==> config.mk <==
export PLATFORM = sky130hd
export DESIGN_NAME = int_alu
export DESIGN_NICKNAME = d
export VERILOG_FILES = /design/src/rtl/ooo_pkg.sv /design/src/rtl/int_alu.sv
export SDC_FILE = /design/constraint.sdc
export NUM_CORES = 2
export LEC_CHECK = 0
export ABC_CLOCK_PERIOD_IN_PS = 14300
export BUFFER_PORTS_ARGS = -buffer_cell sky130_fd_sc_hd__buf_2
export CELL_PAD_IN_SITES_DETAIL_PLACEMENT = 1
export CELL_PAD_IN_SITES_GLOBAL_PLACEMENT = 1
export CORE_MARGIN = 3
export CORE_UTILIZATION = 54
export CTS_CLUSTER_SIZE = 8
export DETAILED_ROUTE_END_ITERATION = 6
export PLACE_DENSITY = 0.9
export SETUP_SLACK_MARGIN = 0.02
export SLEW_MARGIN = 20
export SYNTH_ARGS = -nofsm -noshare
export SYNTH_HDL_FRONTEND = slang
export SYNTH_SLANG_ARGS = --single-unit
==> constraint.sdc <==
create_clock -name clk -period 14.3 [get_ports clk]
set_clock_uncertainty 0.15 [all_clocks]
set_input_delay 2.86 -clock clk [delete_from_list [all_inputs] [get_ports clk]]
set_output_delay 2.86 -clock clk [all_outputs]
set_load 0.05 [all_outputs]
==> src/rtl/ooo_pkg.sv <==
package ooo_pkg;

    // ========================================================================
    // Sizes and tags
    // ========================================================================

    localparam int XLEN      = 32;
    localparam int NUM_ALUS  = 3;
    localparam int IMM_WIDTH = 6;

    // Producer tag, 0..2 name an ALU
    typedef logic [1:0] tag_t;
    localparam tag_t TAG_READY = 2'd3;

    typedef logic [2:0] reg_addr_t;

    // ========================================================================
    // Instruction word
    // ========================================================================

    typedef enum logic [3:0] {
        OP_ADD = 4'd0,
        OP_SUB = 4'd1,
        OP_AND = 4'd2,
        OP_OR  = 4'd3,
        OP_XOR = 4'd4,
        OP_SLL = 4'd5,
        OP_SRL = 4'd6,
        OP_SLT = 4'd7,
        OP_MUL = 4'd8
    } alu_op_t;

    // Immediate-form flag sits above the operation code
    typedef struct packed {
        logic    imm;
        alu_op_t op;
    } opcode_t;

    // Register form, 17 bits
    typedef struct packed {
        opcode_t   opcode;
        reg_addr_t rd;
        reg_addr_t rs1;
        reg_addr_t rs2;
        logic [2:0] pad;
    } instr_r_t;

    // Immediate form, same width, rs2 and pad become the immediate
    typedef struct packed {
        opcode_t                       opcode;
        reg_addr_t                     rd;
        reg_addr_t                     rs1;
        logic signed [IMM_WIDTH-1:0]   imm;
    } instr_i_t;

    // Decoded as either form by opcode.imm
    typedef union packed {
        instr_r_t r;
        instr_i_t i;
    } instr_u;

    // ========================================================================
    // Pipeline payloads and CDB
    // ========================================================================

    // Operand value, or the ALU it waits for
    typedef struct packed {
        tag_t             tag;
        logic [XLEN-1:0]  data;
    } operand_t;

    typedef struct packed {
        alu_op_t   op;
        reg_addr_t rd;
        operand_t  a;
        operand_t  b;
    } dispatch_t;

    typedef struct packed {
        alu_op_t          op;
        reg_addr_t        rd;
        logic [XLEN-1:0]  data_a;
        logic [XLEN-1:0]  data_b;
    } issue_t;

    typedef struct packed {
        logic             valid;
        tag_t             tag;
        reg_addr_t        dest;
        logic [XLEN-1:0]  data;
    } cdb_chan_t;

    // One channel per ALU, index equals tag
    typedef cdb_chan_t [NUM_ALUS-1:0] cdb_bus_t;

    // Snoop the bus: a waiting operand takes the data of its producer
    function automatic operand_t cdb_capture(input operand_t opnd, input cdb_bus_t cdb);
        operand_t res;
        res = opnd;
        for (int k = 0; k < NUM_ALUS; k++) begin
            if (res.tag != TAG_READY && cdb[k].valid && cdb[k].tag == res.tag) begin
                res.tag  = TAG_READY;
                res.data = cdb[k].data;
            end
        end
        return res;
    endfunction

endpackage

==> src/rtl/int_alu.sv <==
`timescale 1ns/10ps

module int_alu
    import ooo_pkg::*;
#(
    parameter int   DATA_WIDTH = 32,
    parameter tag_t ALU_TAG    = 2'd0
) (
    input  logic      clk,
    input  logic      reset,
    input  logic      issue_valid,
    input  issue_t    issue,
    output logic      issue_ready,
    // Own CDB channel
    output cdb_chan_t result
);

    localparam int SHAMT_W = $clog2(DATA_WIDTH);

    logic                  fire;
    logic                  is_mul;
    logic [DATA_WIDTH-1:0] alu_out;
    logic [DATA_WIDTH-1:0] mul_lo;

    // Multiplier state, 3 down to 1, 0 is idle
    logic [1:0]            mul_cnt;
    logic [DATA_WIDTH-1:0] mul_prod;
    reg_addr_t             mul_rd;

    assign issue_ready = (mul_cnt == 2'd0);
    assign fire        = issue_valid && issue_ready;
    assign is_mul      = (issue.op == OP_MUL);
    // Low half only
    assign mul_lo      = issue.data_a * issue.data_b;

    // Single-cycle path
    always_comb begin
        case (issue.op)
            OP_ADD:  alu_out = issue.data_a + issue.data_b;
            OP_SUB:  alu_out = issue.data_a - issue.data_b;
            OP_AND:  alu_out = issue.data_a & issue.data_b;
            OP_OR:   alu_out = issue.data_a | issue.data_b;
            OP_XOR:  alu_out = issue.data_a ^ issue.data_b;
            OP_SLL:  alu_out = issue.data_a << issue.data_b[SHAMT_W-1:0];
            OP_SRL:  alu_out = issue.data_a >> issue.data_b[SHAMT_W-1:0];
            OP_SLT:  alu_out = {{(DATA_WIDTH-1){1'b0}},
                                ($signed(issue.data_a) < $signed(issue.data_b))};
            default: alu_out = '0;
        endcase
    end

    always_ff @(posedge clk or negedge reset) begin
        if (!reset) begin
            mul_cnt <= 2'd0;
        end else if (fire && is_mul) begin
            mul_cnt <= 2'd3;
        end else if (mul_cnt != 2'd0) begin
            mul_cnt <= mul_cnt - 2'd1;
        end
    end

    always_ff @(posedge clk) begin
        if (fire && is_mul) begin
            mul_prod <= mul_lo;
            mul_rd   <= issue.rd;
        end
    end

    // Broadcast, multiply in its last counter cycle, others on issue
    always_comb begin
        result.tag = ALU_TAG;
        if (mul_cnt == 2'd1) begin
            result.valid = 1'b1;
            result.dest  = mul_rd;
            result.data  = mul_prod;
        end else begin
            result.valid = fire && !is_mul;
            result.dest  = issue.rd;
            result.data  = alu_out;
        end
    end

    a_valid_when_idle_or_last: assert property (
        @(posedge clk) disable iff (!reset)
        result.valid |-> (mul_cnt == 2'd0) || (mul_cnt == 2'd1)
    ) else $error("int_alu %0d: broadcast mid-multiply", ALU_TAG);

endmodule

-- Word level (Yosys, flattened, before mapping)
Index checks and enable logic that the tools add are counted.
- register bits after elaboration: 37
- input port bits: 74
- output and inout port bits: 39
- logic and storage cells: 35
- $add $sub $neg: 3
- $mul: 1
- $lt $le $gt $ge: 1
- equality and inequality tests: 9
- shift operators: 2
- mux-type cells: 5
- bitwise logic cells: 3
- reductions and logical operators: 8
- operators by type and width (kind ; count):
    $pmux 32 s8 ; 1
    $mux 35 ; 1
    $add 32x32->32 ; 1
    $and 32x32->32 ; 1
    $lt 32x32->1 ; 1
    $mul 32x32->32 ; 1
    $or 32x32->32 ; 1
    $shl 32x5->32 ; 1
    $shr 32x5->32 ; 1
    $sub 32x32->32 ; 1
    $xor 32x32->32 ; 1
    $eq 4x3->1 const B ; 4
    $eq 4x2->1 const B ; 2
    $eq 4x1->1 const B ; 1
    $eq 4x4->1 const B ; 1
    $logic_not 4->1 ; 1
    $mux 2 ; 2
    $reduce_bool 2->1 ; 2
    $logic_and 1x1->1 ; 3
    $eq 2x1->1 const B ; 1
    $logic_not 2->1 ; 1
    $sub 2x1->2 const B ; 1
    $logic_not 1->1 ; 1
    $mux 1 ; 1

-- Logic depth before layout (Yosys ltp)
- word-level depth: 4
- depth in mapped cells: 29
- gate-level depth less buffers: 26

-- Worst setup path before layout
No wires, ideal clock.
- path kind: input port to flip-flop
- start point: in issue[2] (netlist name)
- end point: reg mul_prod[27], data pin
- setup time: 0.258 ns
- data arrival time: 10.259 ns
- data required time: 13.892 ns
- slack: 3.633 ns
- cell stages on the path: 28
- path buffers: 4
- path through: clkbuf_1 inv_2 buf_1 clkbuf_1 buf_1 nor2_1 fa_1 inv_1 fa_1 fa_1 fa_1 inv_1 fa_1 inv_1 fa_1 inv_1 fa_1 fa_1 ha_1 a21o_1 a221oi_1 o21ai_0 a31oi_1 nand2_1 and4_1 or3_1 a21oi_1 xnor2_1
- cells in the longest elaborated chain, start to end: 1
- RTL lines (item ; line ; source):
    start, declared ; int_alu.sv:12 ; input issue_t issue,
    $mul 32x32->32 ; int_alu.sv:34 ; assign mul_lo = issue.data_a * issue.data_b;
    net mul_lo[27] ; int_alu.sv:23 ; logic [DATA_WIDTH-1:0] mul_lo;
    end signal, assigned ; int_alu.sv:64 ; mul_prod <= mul_lo;
    end, declared ; int_alu.sv:27 ; logic [DATA_WIDTH-1:0] mul_prod;
The timed path passes the listed nets, and every way through them passes these cells.
A chain may end at the register's enable or synchronous reset.

-- Worst setup path in the final report
- start point: in issue[37] (netlist name)
- end point: reg mul_prod[30], data pin
The elaborated chain is that of the path after synthesis.

==> results.md <==
- Pre-CTS WS: just under 3 ns
- Post-Layout Cell Count: about 3600
- Post-synthesis mux area share: 6.509%
- Worst Hold Path Cells: 2
- Clock Path Buffers: 2
- Core Region: between 0.04 and 0.05 sq mm
- Router iterations before antenna repair: 6
- Layout area overhead: 4.142%
- Critical path fanouts, max: 19
- Synthesized cell area: about 0.025 sq mm
- Synthesis-stage register bit count: 37
- CTS Hold Bufs: 0
- Sum Neg Setup Slack: 0 ns
- Ordered list of cells on the worst path: buf_2 -> clkinv_1 -> nor2_1 -> fa_1 -> inv_1 -> fa_1 -> fa_1 -> fa_1 -> inv_1 -> ha_1 -> ha_1 -> fa_1 -> fa_1 -> ha_1 -> a21o_1 -> a2111oi_0 -> a21oi_1 -> o211ai_1 -> a31oi_1 -> a221o_1 -> a21oi_1 -> xnor2_1
- Most used cell, CP: fa_1
- Routed WL per cell: 33.88 microns
- R2R depth: 5
- CTS buffer count: 5
- Syn Inst Count: approximately 3000
- Crit. path cell count: 22
- Crit path max-delay family: adder cells
- Post-Synth Simple-Gate Area: roughly 15%
- Clock transition at path regs: about 0.09 ns
- EDFF count, synth: 35
- Post-CTS setup buffer count: 0
- Slew at the pin closest to its max-slew limit: 1.116 ns
- Cell Rows: a little under 80
- Drt initial violations: approximately 3400
- Starting Density: between 50% and 60%
- Drc violations: 0
- Critical Path End Type: flop
- Final hold vios: 0
- Post-Synth Adder-Cell Area: between 40% and 50%
- Worst setup SP type: primary input
- Compound-Gate Fraction of Synth Area: around 15%
- DR vias: 25328
- I/O pin cnt: 113
- Setup CP Type: primary input to flop
- Share of layout cells above drive strength 1: about 8%
- RSZ-0062 raised after global routing: no
- Slew headroom: 23.68%
- CTS tree: built
- Final period demand of the worst path: 11.50 ns
- Syn. warnings: 0
- Inst Count DP: 3577
- DP HPWL: around 94000 microns
- Grt ovf: 0
- Post-synthesis async set-or-reset flop share: roughly 5.4%
- Register area share after synthesis: 4.478%
- Fmax: 86.98 MHz
- Total global-route track usage: between 50 and 60%
- # H-tree levels: 2
- IO Port Bufs: 110
- Critical Path AT: roughly 11 ns
- Sink Count: 37
- Status: completed
- Main combinational cell family by area after synthesis: adder cells
- Top_reg_cell synth: edfxtp_1
- Largest net degree at the start of global routing: between 60 and 70
- Setup WS post-layout: between 2 and 3 ns
- Via density: roughly 7
- Die ar.: 0.04813 sq mm
- Commonest cells post-synth: 511 x inv_1, 413 x nor2_1, 410 x fa_1
- Root Driver: clkbuf_16
- Routed Antenna Nets: 0
- Synth Area in XOR/XNOR: roughly 3.2%
- Max_cap viols: 0
- Layout net count: around 3700
- First-pass GRT wire length: roughly 180000 microns
- Final period utilization: about four fifths
- Clk_lat worst skew: 0.33 ns
- Worst path max stage delay: approximately 0.95 ns
- GPL Wtd Cong: 1.066
- Mean Syn Cell Area: a little over 8 sq um
- Count leader, synth: inv_1
- Die Span Y: 219.4 microns
- Post-synth top area share: 33.38%
- Worst Path Required: roughly 14 ns
- Final WL: between 100000 and 150000 microns
- Synth area leaders: fa_1 33%, ha_1 11%, inv_1 7.8%
- PostCTS Resize Cnt: 0
- Final setup fails: 0
- Fin util: between 50% and 60%
- Number of global-route vias before repair: roughly 27000
- Die Span X: about 220 microns
- Initial antenna violation count: 9
- Post-synth cell types: a little under 80
- Slowest cell on crit path: clkinv_1
- Synth area leader: fa_1
- Worst Hold Class: flop to flop
- Fin. max-slew vios: 0
- Crit path buffers/inverters: 4
cells in the final DEF (no fill, tap or decap), types with 46 or more instances in the layout:
cell type,Yosys,routed
fa_1,410,410
mux4_2,46,46
xnor2_1,74,74
inv_1,511,511
nor2_1,413,413
buf_2,15,108
nand2_1,333,333
a21oi_1,151,151
o21ai_0,111,111
ha_1,222,221
logic make-up after synthesis:
group / count (synthesis)
buf+inv: 725
xor+xnor: 91
fa+ha+maj: 632
flops: 37
mux: 100
compound gates: 545
simple gates: 899
other cells: 1
metrics by stage:
step / hold WS, ns / area, sq um
after floorplan: 0.3442 / 24590
after global placement: 0.3578 / 25440
after detailed placement: 0.3966 / 25440
after CTS: 0.4169 / 25590
after global routing: 0.4726 / 25590
final: 0.4099 / 25610
routing by layer:
metal | vias to the layer above | wire length, microns | GRT usage, %
li1 | 9744 | - | -
met1 | 12549 | 42140 | 63.22
met2 | 2229 | 51850 | 76.15
met3 | 800 | 17040 | 16.09
met4 | 6 | 10600 | 34.00
met5 | - | 60 | 0
registers in the layout (all words and copies together), names as in the netlist:
name and count:
mul_prod 32, mul_rd 3, mul_cnt 2
tightest hold or removal path, delay by kind of cell, from the launching register on:
kind               cells  cell delay (ns)
DFF                    1             0.36
AOI/OAI and AO/OA      1             0.11
and+or+nand+nor        1             0.05
final timing paths:
kind | from | endpoint | slack, ns
max | issue[37] | mul_prod[30] | 2.80
min | mul_cnt[1] | mul_cnt[1] | 0.41
max reg2reg | mul_cnt[0] | mul_prod[10] | 12.13
min in group asynchronous | reset | mul_cnt[0] | 2.15
min reg2reg | mul_cnt[1] | mul_cnt[1] | 0.41
max in group asynchronous | reset | mul_cnt[0] | 11.76
area by class of cell:
cell class	count	area, sq um
fillers	5385	19000
diodes	7	17.52
clock buffers	5	125.1
flip-flops and latches	37	1101
repair buffers	147	833.3
multi-input cells	2269	20770
clock inverters	3	21.27
well taps	592	740.7
inverters	532	1997
Power is not shown: default switching activity piles up to over one toggle a cycle in this logic, so the estimate is an artifact.
