<file path="config.mk">
export PLATFORM = sky130hd
export DESIGN_NAME = register_status
export DESIGN_NICKNAME = d
export VERILOG_FILES = /design/src/rtl/ooo_pkg.sv /design/src/rtl/register_status.sv
export SDC_FILE = /design/constraint.sdc
export NUM_CORES = 1
export LEC_CHECK = 0
export BUFFER_PORTS_ARGS = -buffer_cell sky130_fd_sc_hd__buf_2
export CORE_MARGIN = 1
export CORE_UTILIZATION = 35
export DETAILED_ROUTE_END_ITERATION = 16
export PLACE_DENSITY = 0.49
export SLEW_MARGIN = 20
export SYNTH_ARGS = -nofsm -noshare
export SYNTH_HDL_FRONTEND = slang
export SYNTH_SLANG_ARGS = --single-unit
</file>
<file path="constraint.sdc">
create_clock -name clk -period 3.55 [get_ports clk]
set_input_delay 0.5325 -clock clk [delete_from_list [all_inputs] [get_ports clk]]
set_output_delay 0.5325 -clock clk [all_outputs]
set_load 0.005 [all_outputs]
</file>
<file path="src/rtl/ooo_pkg.sv">
package ooo_pkg;

    // ========================================================================
    // Sizes and tags
    // ========================================================================

    localparam int XLEN      = 32;
    localparam int NUM_ALUS  = 3;
    localparam int IMM_WIDTH = 6;

    // Producer tag, 0..2 name an ALU
    typedef logic [1:0] tag_t;
    localparam tag_t TAG_READY = 2'd3;

    typedef logic [2:0] reg_addr_t;

    // ========================================================================
    // Instruction word
    // ========================================================================

    typedef enum logic [3:0] {
        OP_ADD = 4'd0,
        OP_SUB = 4'd1,
        OP_AND = 4'd2,
        OP_OR  = 4'd3,
        OP_XOR = 4'd4,
        OP_SLL = 4'd5,
        OP_SRL = 4'd6,
        OP_SLT = 4'd7,
        OP_MUL = 4'd8
    } alu_op_t;

    // Immediate-form flag sits above the operation code
    typedef struct packed {
        logic    imm;
        alu_op_t op;
    } opcode_t;

    // Register form, 17 bits
    typedef struct packed {
        opcode_t   opcode;
        reg_addr_t rd;
        reg_addr_t rs1;
        reg_addr_t rs2;
        logic [2:0] pad;
    } instr_r_t;

    // Immediate form, same width, rs2 and pad become the immediate
    typedef struct packed {
        opcode_t                       opcode;
        reg_addr_t                     rd;
        reg_addr_t                     rs1;
        logic signed [IMM_WIDTH-1:0]   imm;
    } instr_i_t;

    // Decoded as either form by opcode.imm
    typedef union packed {
        instr_r_t r;
        instr_i_t i;
    } instr_u;

    // ========================================================================
    // Pipeline payloads and CDB
    // ========================================================================

    // Operand value, or the ALU it waits for
    typedef struct packed {
        tag_t             tag;
        logic [XLEN-1:0]  data;
    } operand_t;

    typedef struct packed {
        alu_op_t   op;
        reg_addr_t rd;
        operand_t  a;
        operand_t  b;
    } dispatch_t;

    typedef struct packed {
        alu_op_t          op;
        reg_addr_t        rd;
        logic [XLEN-1:0]  data_a;
        logic [XLEN-1:0]  data_b;
    } issue_t;

    typedef struct packed {
        logic             valid;
        tag_t             tag;
        reg_addr_t        dest;
        logic [XLEN-1:0]  data;
    } cdb_chan_t;

    // One channel per ALU, index equals tag
    typedef cdb_chan_t [NUM_ALUS-1:0] cdb_bus_t;

    // Snoop the bus: a waiting operand takes the data of its producer
    function automatic operand_t cdb_capture(input operand_t opnd, input cdb_bus_t cdb);
        operand_t res;
        res = opnd;
        for (int k = 0; k < NUM_ALUS; k++) begin
            if (res.tag != TAG_READY && cdb[k].valid && cdb[k].tag == res.tag) begin
                res.tag  = TAG_READY;
                res.data = cdb[k].data;
            end
        end
        return res;
    endfunction

endpackage

</file>
<file path="src/rtl/register_status.sv">
`timescale 1ns/10ps

module register_status
    import ooo_pkg::*;
#(
    parameter int DATA_WIDTH = 32
) (
    input  logic                clk,
    input  logic                reset,
    input  logic                instr_valid,
    input  instr_u              instr,
    input  logic [1:0]          unit,
    output logic                instr_ready,
    output logic [NUM_ALUS-1:0] dispatch_valid,
    output dispatch_t           dispatch,
    input  logic [NUM_ALUS-1:0] dispatch_ready,
    input  cdb_bus_t            cdb
);

    localparam int NUM_REGS = 8;

    // ========================================================================
    // Architectural state
    // ========================================================================

    logic [DATA_WIDTH-1:0] regs [NUM_REGS];
    tag_t                  tags [NUM_REGS];
    // One instruction in flight per ALU
    logic [NUM_ALUS-1:0]   busy;

    logic                  accept;
    operand_t              src_a;
    operand_t              src_b;
    logic [DATA_WIDTH-1:0] imm_ext;

    // Register read with same-cycle CDB bypass
    function automatic operand_t read_src(input reg_addr_t addr);
        operand_t opnd;
        opnd.tag  = tags[addr];
        opnd.data = regs[addr];
        return cdb_capture(opnd, cdb);
    endfunction

    // ========================================================================
    // Decode and dispatch
    // ========================================================================

    // Unit must be free and its station ready, unit 3 never accepts
    always_comb begin
        instr_ready = 1'b0;
        for (int k = 0; k < NUM_ALUS; k++) begin
            if (unit == 2'(k)) begin
                instr_ready = dispatch_ready[k] && !busy[k];
            end
        end
    end

    assign accept = instr_valid && instr_ready;

    always_comb begin
        for (int k = 0; k < NUM_ALUS; k++) begin
            dispatch_valid[k] = accept && (unit == 2'(k));
        end
    end

    // rs1 sits in the same place in both forms
    assign src_a   = read_src(instr.r.rs1);
    assign src_b   = read_src(instr.r.rs2);
    assign imm_ext = {{(DATA_WIDTH-IMM_WIDTH){instr.i.imm[IMM_WIDTH-1]}}, instr.i.imm};

    always_comb begin
        dispatch.op = instr.r.opcode.op;
        dispatch.rd = instr.r.rd;
        dispatch.a  = src_a;
        // Immediate replaces rs2 and is always ready
        if (instr.i.opcode.imm) begin
            dispatch.b.tag  = TAG_READY;
            dispatch.b.data = imm_ext;
        end else begin
            dispatch.b = src_b;
        end
    end

    // ========================================================================
    // Writeback and retag
    // ========================================================================

    always_ff @(posedge clk or negedge reset) begin
        if (!reset) begin
            for (int r = 0; r < NUM_REGS; r++) begin
                regs[r] <= '0;
                tags[r] <= TAG_READY;
            end
            busy <= '0;
        end else begin
            for (int k = 0; k < NUM_ALUS; k++) begin
                if (cdb[k].valid) begin
                    busy[k] <= 1'b0;
                    // Only the newest producer of rd may write it
                    if (tags[cdb[k].dest] == tag_t'(k)) begin
                        regs[cdb[k].dest] <= cdb[k].data;
                        tags[cdb[k].dest] <= TAG_READY;
                    end
                end
            end
            // Retag wins over a same-cycle broadcast
            if (accept) begin
                tags[instr.r.rd] <= unit;
                busy[unit]       <= 1'b1;
            end
        end
    end

    a_unit_in_range: assert property (
        @(posedge clk) disable iff (!reset)
        instr_valid |-> (unit != 2'd3)
    ) else $error("register_status: instruction for unit 3");

endmodule

</file>
Word-level counts from Yosys, hierarchy flattened
Index checks and enable logic that the tools add are counted.
- bits in registers: 275
- bits of input ports: 139
- order comparisons: 12
- eq/ne operators: 16
- muxes and demuxes: 68
- bitwise logic cells: 10
- reduce and logical (&&, ||, !) cells: 29
- operator list (cell ; number):
    $mux 256 ; 6
    $bwmux 256 ; 3
    $demux 32 s3 ; 3
    $mux 34 ; 7
    $mux 32 ; 7
    $bmux 32 s3 ; 2
    $mux 16 ; 7
    $or 16x16->16 ; 3
    $bmux 2 s3 ; 5
    $mux 2 ; 14
    $demux 2 s3 ; 4
    $ge 4x4->1 const B ; 6
    $logic_and 1x1->1 ; 24
    $not 3->4 ; 6
    $bwmux 16 ; 1
    $lt 4x1->1 const B ; 4
    $eq 2x2->1 ; 6
    $ne 2x2->1 const B ; 6
    $mux 1 ; 7
    $eq 2x1->1 const B ; 2
    $eq 2x2->1 const B ; 2
    $logic_not 2->1 ; 2
    $logic_not 1->1 ; 3
    $lt 2x3->1 const B ; 1
    4 further kinds ; 4

Depth between registers and ports, before layout
Gate-level depths: netlist (run 1).
- depth in word-level cells: 17
- depth in mapped cells: 10
- mapped depth without buffers: 7

Worst setup path before layout (run 1)
OpenSTA, ideal clock, no wires.
- path type: input to output
- start: input instr[3] (netlist name)
- end: output dispatch[13] (netlist name)
- arrival: 2.734 ns
- slack: 0.283 ns
- stages on the path: 9
- buffers on the path: 2
- cells stage by stage: buf_2 > mux4_2 > mux2i_4 > xor2_1 > a32oi_2 > clkbuf_1 > o21a_1 > a221oi_1 > o31ai_1
- RTL lines (element ; line ; source):
    from (decl) ; register_status.sv:11 ; input instr_u instr,
    to (decl) ; register_status.sv:15 ; output dispatch_t dispatch,

==> results.py, run 1 <==
metrics = {
    "die": {
        "pin_count": 218,
        "die_area_mm2": 0.0666,
        "rows": 93,
        "die_x_um": 258,
        "die_h_um": 258,
        "start_util_pct": 35.5,
        "core_mm2": 0.0646,
    },
    "pwr": {
        "netSwitchingFraction_pct": 35.9,
        "p_leak_nw": 12.6,
        "pwr-share-seq_pct": 30.5,
        "p_per_area_mw_per_mm2": 702,
        "power.switching_mw": 7.04,
        "clkPwrFrac_pct": 20.1,
        "internal_power_mw": 12.6,
        "power_mw": 19.6,
        "ir_worst_vdd_mv": 0.310,
        "combPwrFrac_pct": 49.3,
    },
    "clock_tree": {
        "cts_max_level": 2,
        "cts_tree": "yes",
        "cts_buffers": 37,
        "root_buffer": "clkbuf_16",
        "clk_pin_slew_worst_paths_ps": 60,
        "cts.path.max_buffers": 3,
        "clk_latency_ps": 560,
        "cts_sinks": 275,
    },
    "logic_synthesis": {
        "synth.most_common_cell": "mux2i_1",
        "synth_flop_cell": "dfrtp_1",
        "synth_top_area_share_pct": 28.3,
        "ys_ff_latch": 275,
        "yosys.area.top_type": "dfrtp_1",
        "postSynthCellCount": 2349,
        "yosysWarnings": 0,
        "ys_top_cells_by_count": "mux2i_1, o21ai_0, nand2_1",
        "syn_area_mm2": 0.0229,
        "synth.avg_cell_area_um2": 9.77,
        "async_flop_share_pct": 100,
        "synth_nets": 2488,
        "synth_edf_count": 0,
        "synth_cell_types": 62,
        "synth.area.top_cells": "dfrtp_1, mux2i_1, mux4_2",
        "synth_seq_area_share_pct": 30.1,
    },
    "worst_setup_path": {
        "end_kind": "output port",
        "path_buf_inv": 3,
        "path_class": "reg -> out",
        "cp_num_cells": 9,
        "crit_path_start_kind": "register",
        "critPathMaxFanout": 34,
        "slowest_stage": "or4_4",
        "worstPathArrival_ps": 3390,
        "cpPeakStageDelay_ps": 560,
        "critPathTopFamily": "multiplexers",
        "worstPathRequired_ps": 3020,
        "path_cells": "mux4_2 -> mux2i_4 -> buf_6 -> xnor2_2 -> o31a_1 -> or4_4 -> buf_12 -> a21oi_2 -> buf_2",
        "r2r_cells": 7,
    },
    "grt": {
        "grt_pass1_wl_um": 144000,
        "grt_antenna_before_repair": 8,
        "grt_pass1_vias": 20600,
        "grt_start_max_net_pins": 80,
        "overflow": 0,
        "gr-usage-all-layers_pct": 29.1,
    },
    "timing": {
        "post-route-period-util_pct": 110,
        "slew_violations": 0,
        "worst_slew_pin_slew_ps": 1130,
        "max-slew-margin-rel_pct": 24.8,
        "fmax_ghz": 0.255,
        "grt_setup_unrepaired": "yes",
        "setup_violations": 66,
        "skew_ps": 16.1,
        "layout_setup_ws_ps": -369,
        "period_needed_ps": 3920,
        "finalHoldViolCount": 0,
    },
    "run": {
        "max-cap-violations": 0,
    },
    "min_path": {
        "worstHoldPathType": "in -> reg",
        "hold_depth": 3,
    },
    "detailed_routing": {
        "drtAntennaViolNets": 0,
        "dr.pass1.iters": 6,
        "vias": 20400,
        "drc": 0,
        "wl_um": 97700,
        "drtIter0Drc": 1874,
        "wl_per_cell_um": 29.4,
        "via_per_inst": 6.14,
    },
    "cells_and_area": {
        "area_growth_pct": 21.8,
        "final_nets": 2577,
        "nFillCells": 6148,
        "final_layout_size_suffix_gt1_share_pct": 39.7,
        "fin_area_mm2": 0.0279,
    },
    "outcome": {
        "status": "finished, violations left",
        "violations": "setup timing",
    },
    "placement": {
        "gp_congestion": 0.842,
        "dp_slack_ps": -300,
        "placed_cell_area_mm2": 0.0254,
        "dp_hpwl_um": 55100,
        "port_buffers": 209,
    },
}
[through the flow]
step	setup TNS (ps)	cells	utilization, %	hold slack, ps
detailed placement	-1910	3230	39.3	474
finish	-18950	3321	43.3	329
floorplan	0	2349	-	237
global route	-25780	3319	43.3	346
global placement	-1110	3230	39.3	467
CTS	-17910	3317	42.9	305
[cells by family (layout without fill, tap and decap cells)]
| logic type | count (synthesis) | in the layout | synth area share (%) |
|---|---|---|---|
| DFF | 275 | 275 | 30.1 |
| other | 0 | 2 | 0 |
| and+or+nand+nor | 524 | 524 | 9.94 |
| xor gates and xnor gates | 8 | 8 | 0.305 |
| muxes | 699 | 699 | 39.7 |
| AOI/OAI and AO/OA | 516 | 516 | 14.0 |
| buffers and inverters | 327 | 442 | 6.00 |
[layout by cell type (no fill, tap or decap), types with 39 or more instances in the layout]
cell type / Yosys / layout
mux2i_1: 326 / 325
o21ai_0: 291 / 291
nand2_1: 282 / 276
dfrtp_1: 259 / 259
mux2_2: 226 / 225
buf_2: 41 / 196
mux4_2: 142 / 142
nor2_1: 109 / 98
buf_4: 10 / 82
buf_12: 0 / 49
clkbuf_16: 0 / 40
a221oi_2: 0 / 39
[tightest hold or removal path, cell delays in order]
cell,delay (ps)
buf_2,170
nand2_1,70
o21ai_0,70
[timing repair]
item,CTS,global route
endpoints found under the setup margin,68,68
cloned,8,2
pin swaps,39,23
hold buffers,1,0
buffers inserted,28,4
hold endpoints to repair,33,0
resized for setup,124,43
[worst paths after layout]
check,start,end,slack [ps]
max in group asynchronous,reset,regs[57],2100
setup / recovery,tags[6],dispatch[42],-370
hold / removal,cdb[102],regs[26],330
min in group asynchronous,reset,busy[0],510
setup reg to reg,tags[8],regs[214],640
hold reg to reg,busy[2],busy[2],490
[per-layer routing]
| metal | GRT usage, % | wire [um] | up-vias |
|---|---|---|---|
| met5 | 0 | 37 | - |
| met4 | 11.7 | 3960 | 6 |
| met3 | 5.26 | 7160 | 229 |
| met2 | 46.4 | 45100 | 935 |
| met1 | 39.1 | 41500 | 10400 |
| li1 | - | - | 8829 |
[flip-flops by register name, summed over array words and instances, names as in the netlist]
| name | count |
|---|---|
| busy | 3 |
| regs | 256 |
| tags | 16 |
[area by class of cell]
cell class                 instances  area, um2  area share (%)
antenna                            2       5.00          0.0179
clock buffer                      57       1090            3.91
clock inverter                     8        151           0.542
inverter                          14       52.6           0.188
multi-input combinational       1747      15500            55.6
sequential                       275       6900            24.7
tap                              855       1070            3.83
timing repair buffer             363       3140            11.2
[power groups by stage]
stage	clock network (mW)	logic [mW]	registers [mW]
2_1_floorplan	0	6.21	5.54
4_1_cts	4.02	9.48	5.92
3_5_place_dp	0	8.77	5.99
5_1_grt	4.15	10.5	6.16
6_report	3.95	9.68	5.99
3_3_place_gp	0	8.55	5.87
Power figures use the tool's default switching activity.
==> run 2: changes to the inputs <==
--- a/config.mk
+++ b/config.mk
@@ -6,4 +6,5 @@
 export NUM_CORES = 1
 export LEC_CHECK = 0
+export ABC_AREA = 1
 export BUFFER_PORTS_ARGS = -buffer_cell sky130_fd_sc_hd__buf_2
 export CORE_MARGIN = 1
==> constraint.sdc (replaced) <==
create_clock -name clk -period 3.55 [get_ports clk]
set_input_delay 0.5325 -clock clk [delete_from_list [all_inputs] [get_ports clk]]
set_output_delay 0.5325 -clock clk [all_outputs]
set_load 0.1 [all_outputs]
==> run 2 against run 1 <==
Effect of this change:
- the run ends with hold timing, setup timing left
- register-to-register slack got worse by 30 ps
- critical endpoint is now dispatch[11]
- highest routed layer unchanged
- via count increased by 38%
- synthesized cell count increased by 44%
- critical path type unchanged
==> results.py, run 2 <==
metrics = {
    "die": {
        "die_h_um": 253,
        "start_util_pct": 35.6,
        "die_x_um": 253,
        "die_area_mm2": 0.0641,
        "rows": 91,
        "pin_count": 218,
        "core_mm2": 0.0621,
    },
    "timing": {
        "setup_violations": 68,
        "slew_violations": 0,
        "grt_setup_unrepaired": "yes",
        "period_needed_ps": 3950,
        "layout_setup_ws_ps": -396,
        "holdWs_ps": -3.25,
        "fmax_ghz": 0.253,
        "post-route-period-util_pct": 111,
        "skew_ps": 33.4,
        "max-slew-margin-rel_pct": 39.1,
        "finalHoldViolCount": 2,
        "worst_slew_pin_slew_ps": 909,
    },
    "worst_setup_path": {
        "end_kind": "output port",
        "crit_path_start_kind": "register",
        "critPathMaxFanout": 7,
        "path_class": "reg -> out",
        "worstPathRequired_ps": 3020,
        "worstPathArrival_ps": 3410,
    },
    "cells_and_area": {
        "multiInputGateArea_mm2": 0.0148,
        "final_nets": 3602,
        "nFillCells": 6141,
        "final_layout_size_suffix_gt1_share_pct": 22.4,
        "layout_common_cells": "o21ai_0, nand2_1, nor2_1, o211ai_1, dfrtp_1",
        "reg.largest.list": "regs x256, tags x16, busy x3",
        "fin_area_mm2": 0.0293,
        "top_register": "regs",
        "regArea_mm2": 0.00690,
        "final_common_cell": "o21ai_0",
        "largest_register_ff_count": 256,
        "area_growth_pct": 32.5,
    },
    "grt": {
        "grt_start_max_net_pins": 89,
        "grt_pass1_wl_um": 175000,
        "grt_pass1_vias": 25900,
        "gr-usage-all-layers_pct": 36.8,
        "grt_antenna_before_repair": 2,
        "overflow": 0,
    },
    "pwr": {
        "p_per_area_mw_per_mm2": 626,
        "power_mw": 18.3,
        "ir_worst_vdd_mv": 0.410,
        "p_leak_nw": 12.4,
    },
    "logic_synthesis": {
        "syn_area_mm2": 0.0221,
        "synth.avg_cell_area_um2": 6.54,
        "yosys.area.top_type": "dfrtp_1",
        "yosysWarnings": 0,
        "ys_top_cells_by_count": "nand2_1, o21ai_0, nor2_1",
        "synth_nets": 3514,
        "synth_seq_area_share_pct": 31.3,
        "synth_top_area_share_pct": 29.3,
        "synth.area.top_cells": "dfrtp_1, o21ai_0, nand2_1",
        "synth_flop_cell": "dfrtp_1",
        "synth_edf_count": 0,
        "async_flop_share_pct": 100,
        "synth.most_common_cell": "nand2_1",
        "synth_cell_types": 35,
        "postSynthCellCount": 3375,
        "ys_ff_latch": 275,
    },
    "detailed_routing": {
        "drtAntennaViolNets": 0,
        "drtIter0Drc": 3921,
        "wl_per_cell_um": 28.6,
        "dr.pass1.iters": 8,
        "drc": 0,
        "wl_um": 124000,
        "via_per_inst": 6.52,
        "vias": 28200,
    },
    "clock_tree": {
        "cts.path.max_buffers": 3,
        "cts_sinks": 275,
        "cts_max_level": 2,
        "clk_pin_slew_worst_paths_ps": 60,
        "cts_tree": "yes",
        "root_buffer": "clkbuf_16",
        "hold_buffers": 0,
        "clk_latency_ps": 590,
        "cts_buffers": 39,
    },
    "outcome": {
        "violations": "hold timing, setup timing",
        "status": "finished, violations left",
    },
    "placement": {
        "dp_slack_ps": -124,
        "gp_congestion": 0.959,
        "port_buffers": 209,
        "placed_cell_area_mm2": 0.0256,
        "dp_hpwl_um": 72400,
    },
    "min_path": {
        "worstHoldPathType": "in -> async",
    },
    "run": {
        "max-cap-violations": 0,
    },
}
-- run 2: cell types whose count changed in the layout (fill, tap and decap cells not counted), sizes merged, moves of 228 or more --
cell,change
nand2,+389
o21ai,+367
mux2i,-329
o211ai,+295
nand3,+283
mux2,-228
-- run 2: through the flow --
step	instances	setup TNS, ps	util, %
finish	4326	-21970	47.2
global route	4326	-31330	47.2
CTS	4316	-20680	45.5
detailed placement	4207	-2360	41.2
global placement	4207	-1050	41.2
floorplan	3375	-718	-
-- run 2: cell type report --
class                   count  area share (%)
diodes                      1         0.00855
clock buffers              58            4.03
clock inverters             8           0.282
inverters                 128            1.71
multi-input cells        2604            50.4
flip-flops and latches    275            23.6
well taps                 837            3.58
repair buffers            415            16.4
-- run 2: cells by family (layout without fill, tap and decap cells) --
logic type      count (synthesis)  after routing  share of synthesized area, %
flops                         275            275                          31.3
other cells                     0              1                             0
compound gates               1215           1215                          33.2
simple gates                 1388           1389                          26.5
buf+inv                       497            609                          9.02
-- run 2: what timing repair did --
item,4_1_cts,5_1_grt
pin swaps,43,70
setup endpoints to repair,68,68
resized for setup,214,190
cloned,12,8
setup buffers,31,7
-- run 2: per-layer routing --
layer	track usage, %	part of all wire (%)
met1	49.2	40
met2	55.0	43
met3	9.65	13
met4	17.6	5.1
met5	0.618	0.053
-- run 2: worst max-delay path: stages, from the launching register on --
cell,delay [ps]
dfstp_2,570
inv_1,110
nand2_1,70
nand3_1,80
nand3_2,140
nand2_4,90
nand2_2,80
nand2_2,60
nand3_4,130
nand2_2,80
nand2_2,90
nand3_4,160
nand3_2,120
nand2_2,70
inv_4,90
nand3_4,120
buf_12,190
clkbuf_16,170
nand2_2,60
nand3_2,70
nand2_2,90
buf_12,180
-- run 2: report_power, final --
group          leakage (nW)  switching [mW]  internal (mW)
Sequential             3.33            1.03           4.42
Combinational          8.47            5.24           3.61
Clock                 0.623            1.66           2.36
Total                  12.4            7.93           10.4
-- run 2: final timing paths --
path | from | end | slack, ps | cells after the start
min reg2reg | busy[2] | busy[2] | 540 | 2
min in group clk | cdb[104] | regs[92] | 240 | 3
max | tags[11] | dispatch[11] | -400 | 21
min | reset | busy[1] | -3 | 1
max reg2reg | tags[10] | tags[10] | 610 | 13
max in group asynchronous | reset | regs[112] | 2670 | 2
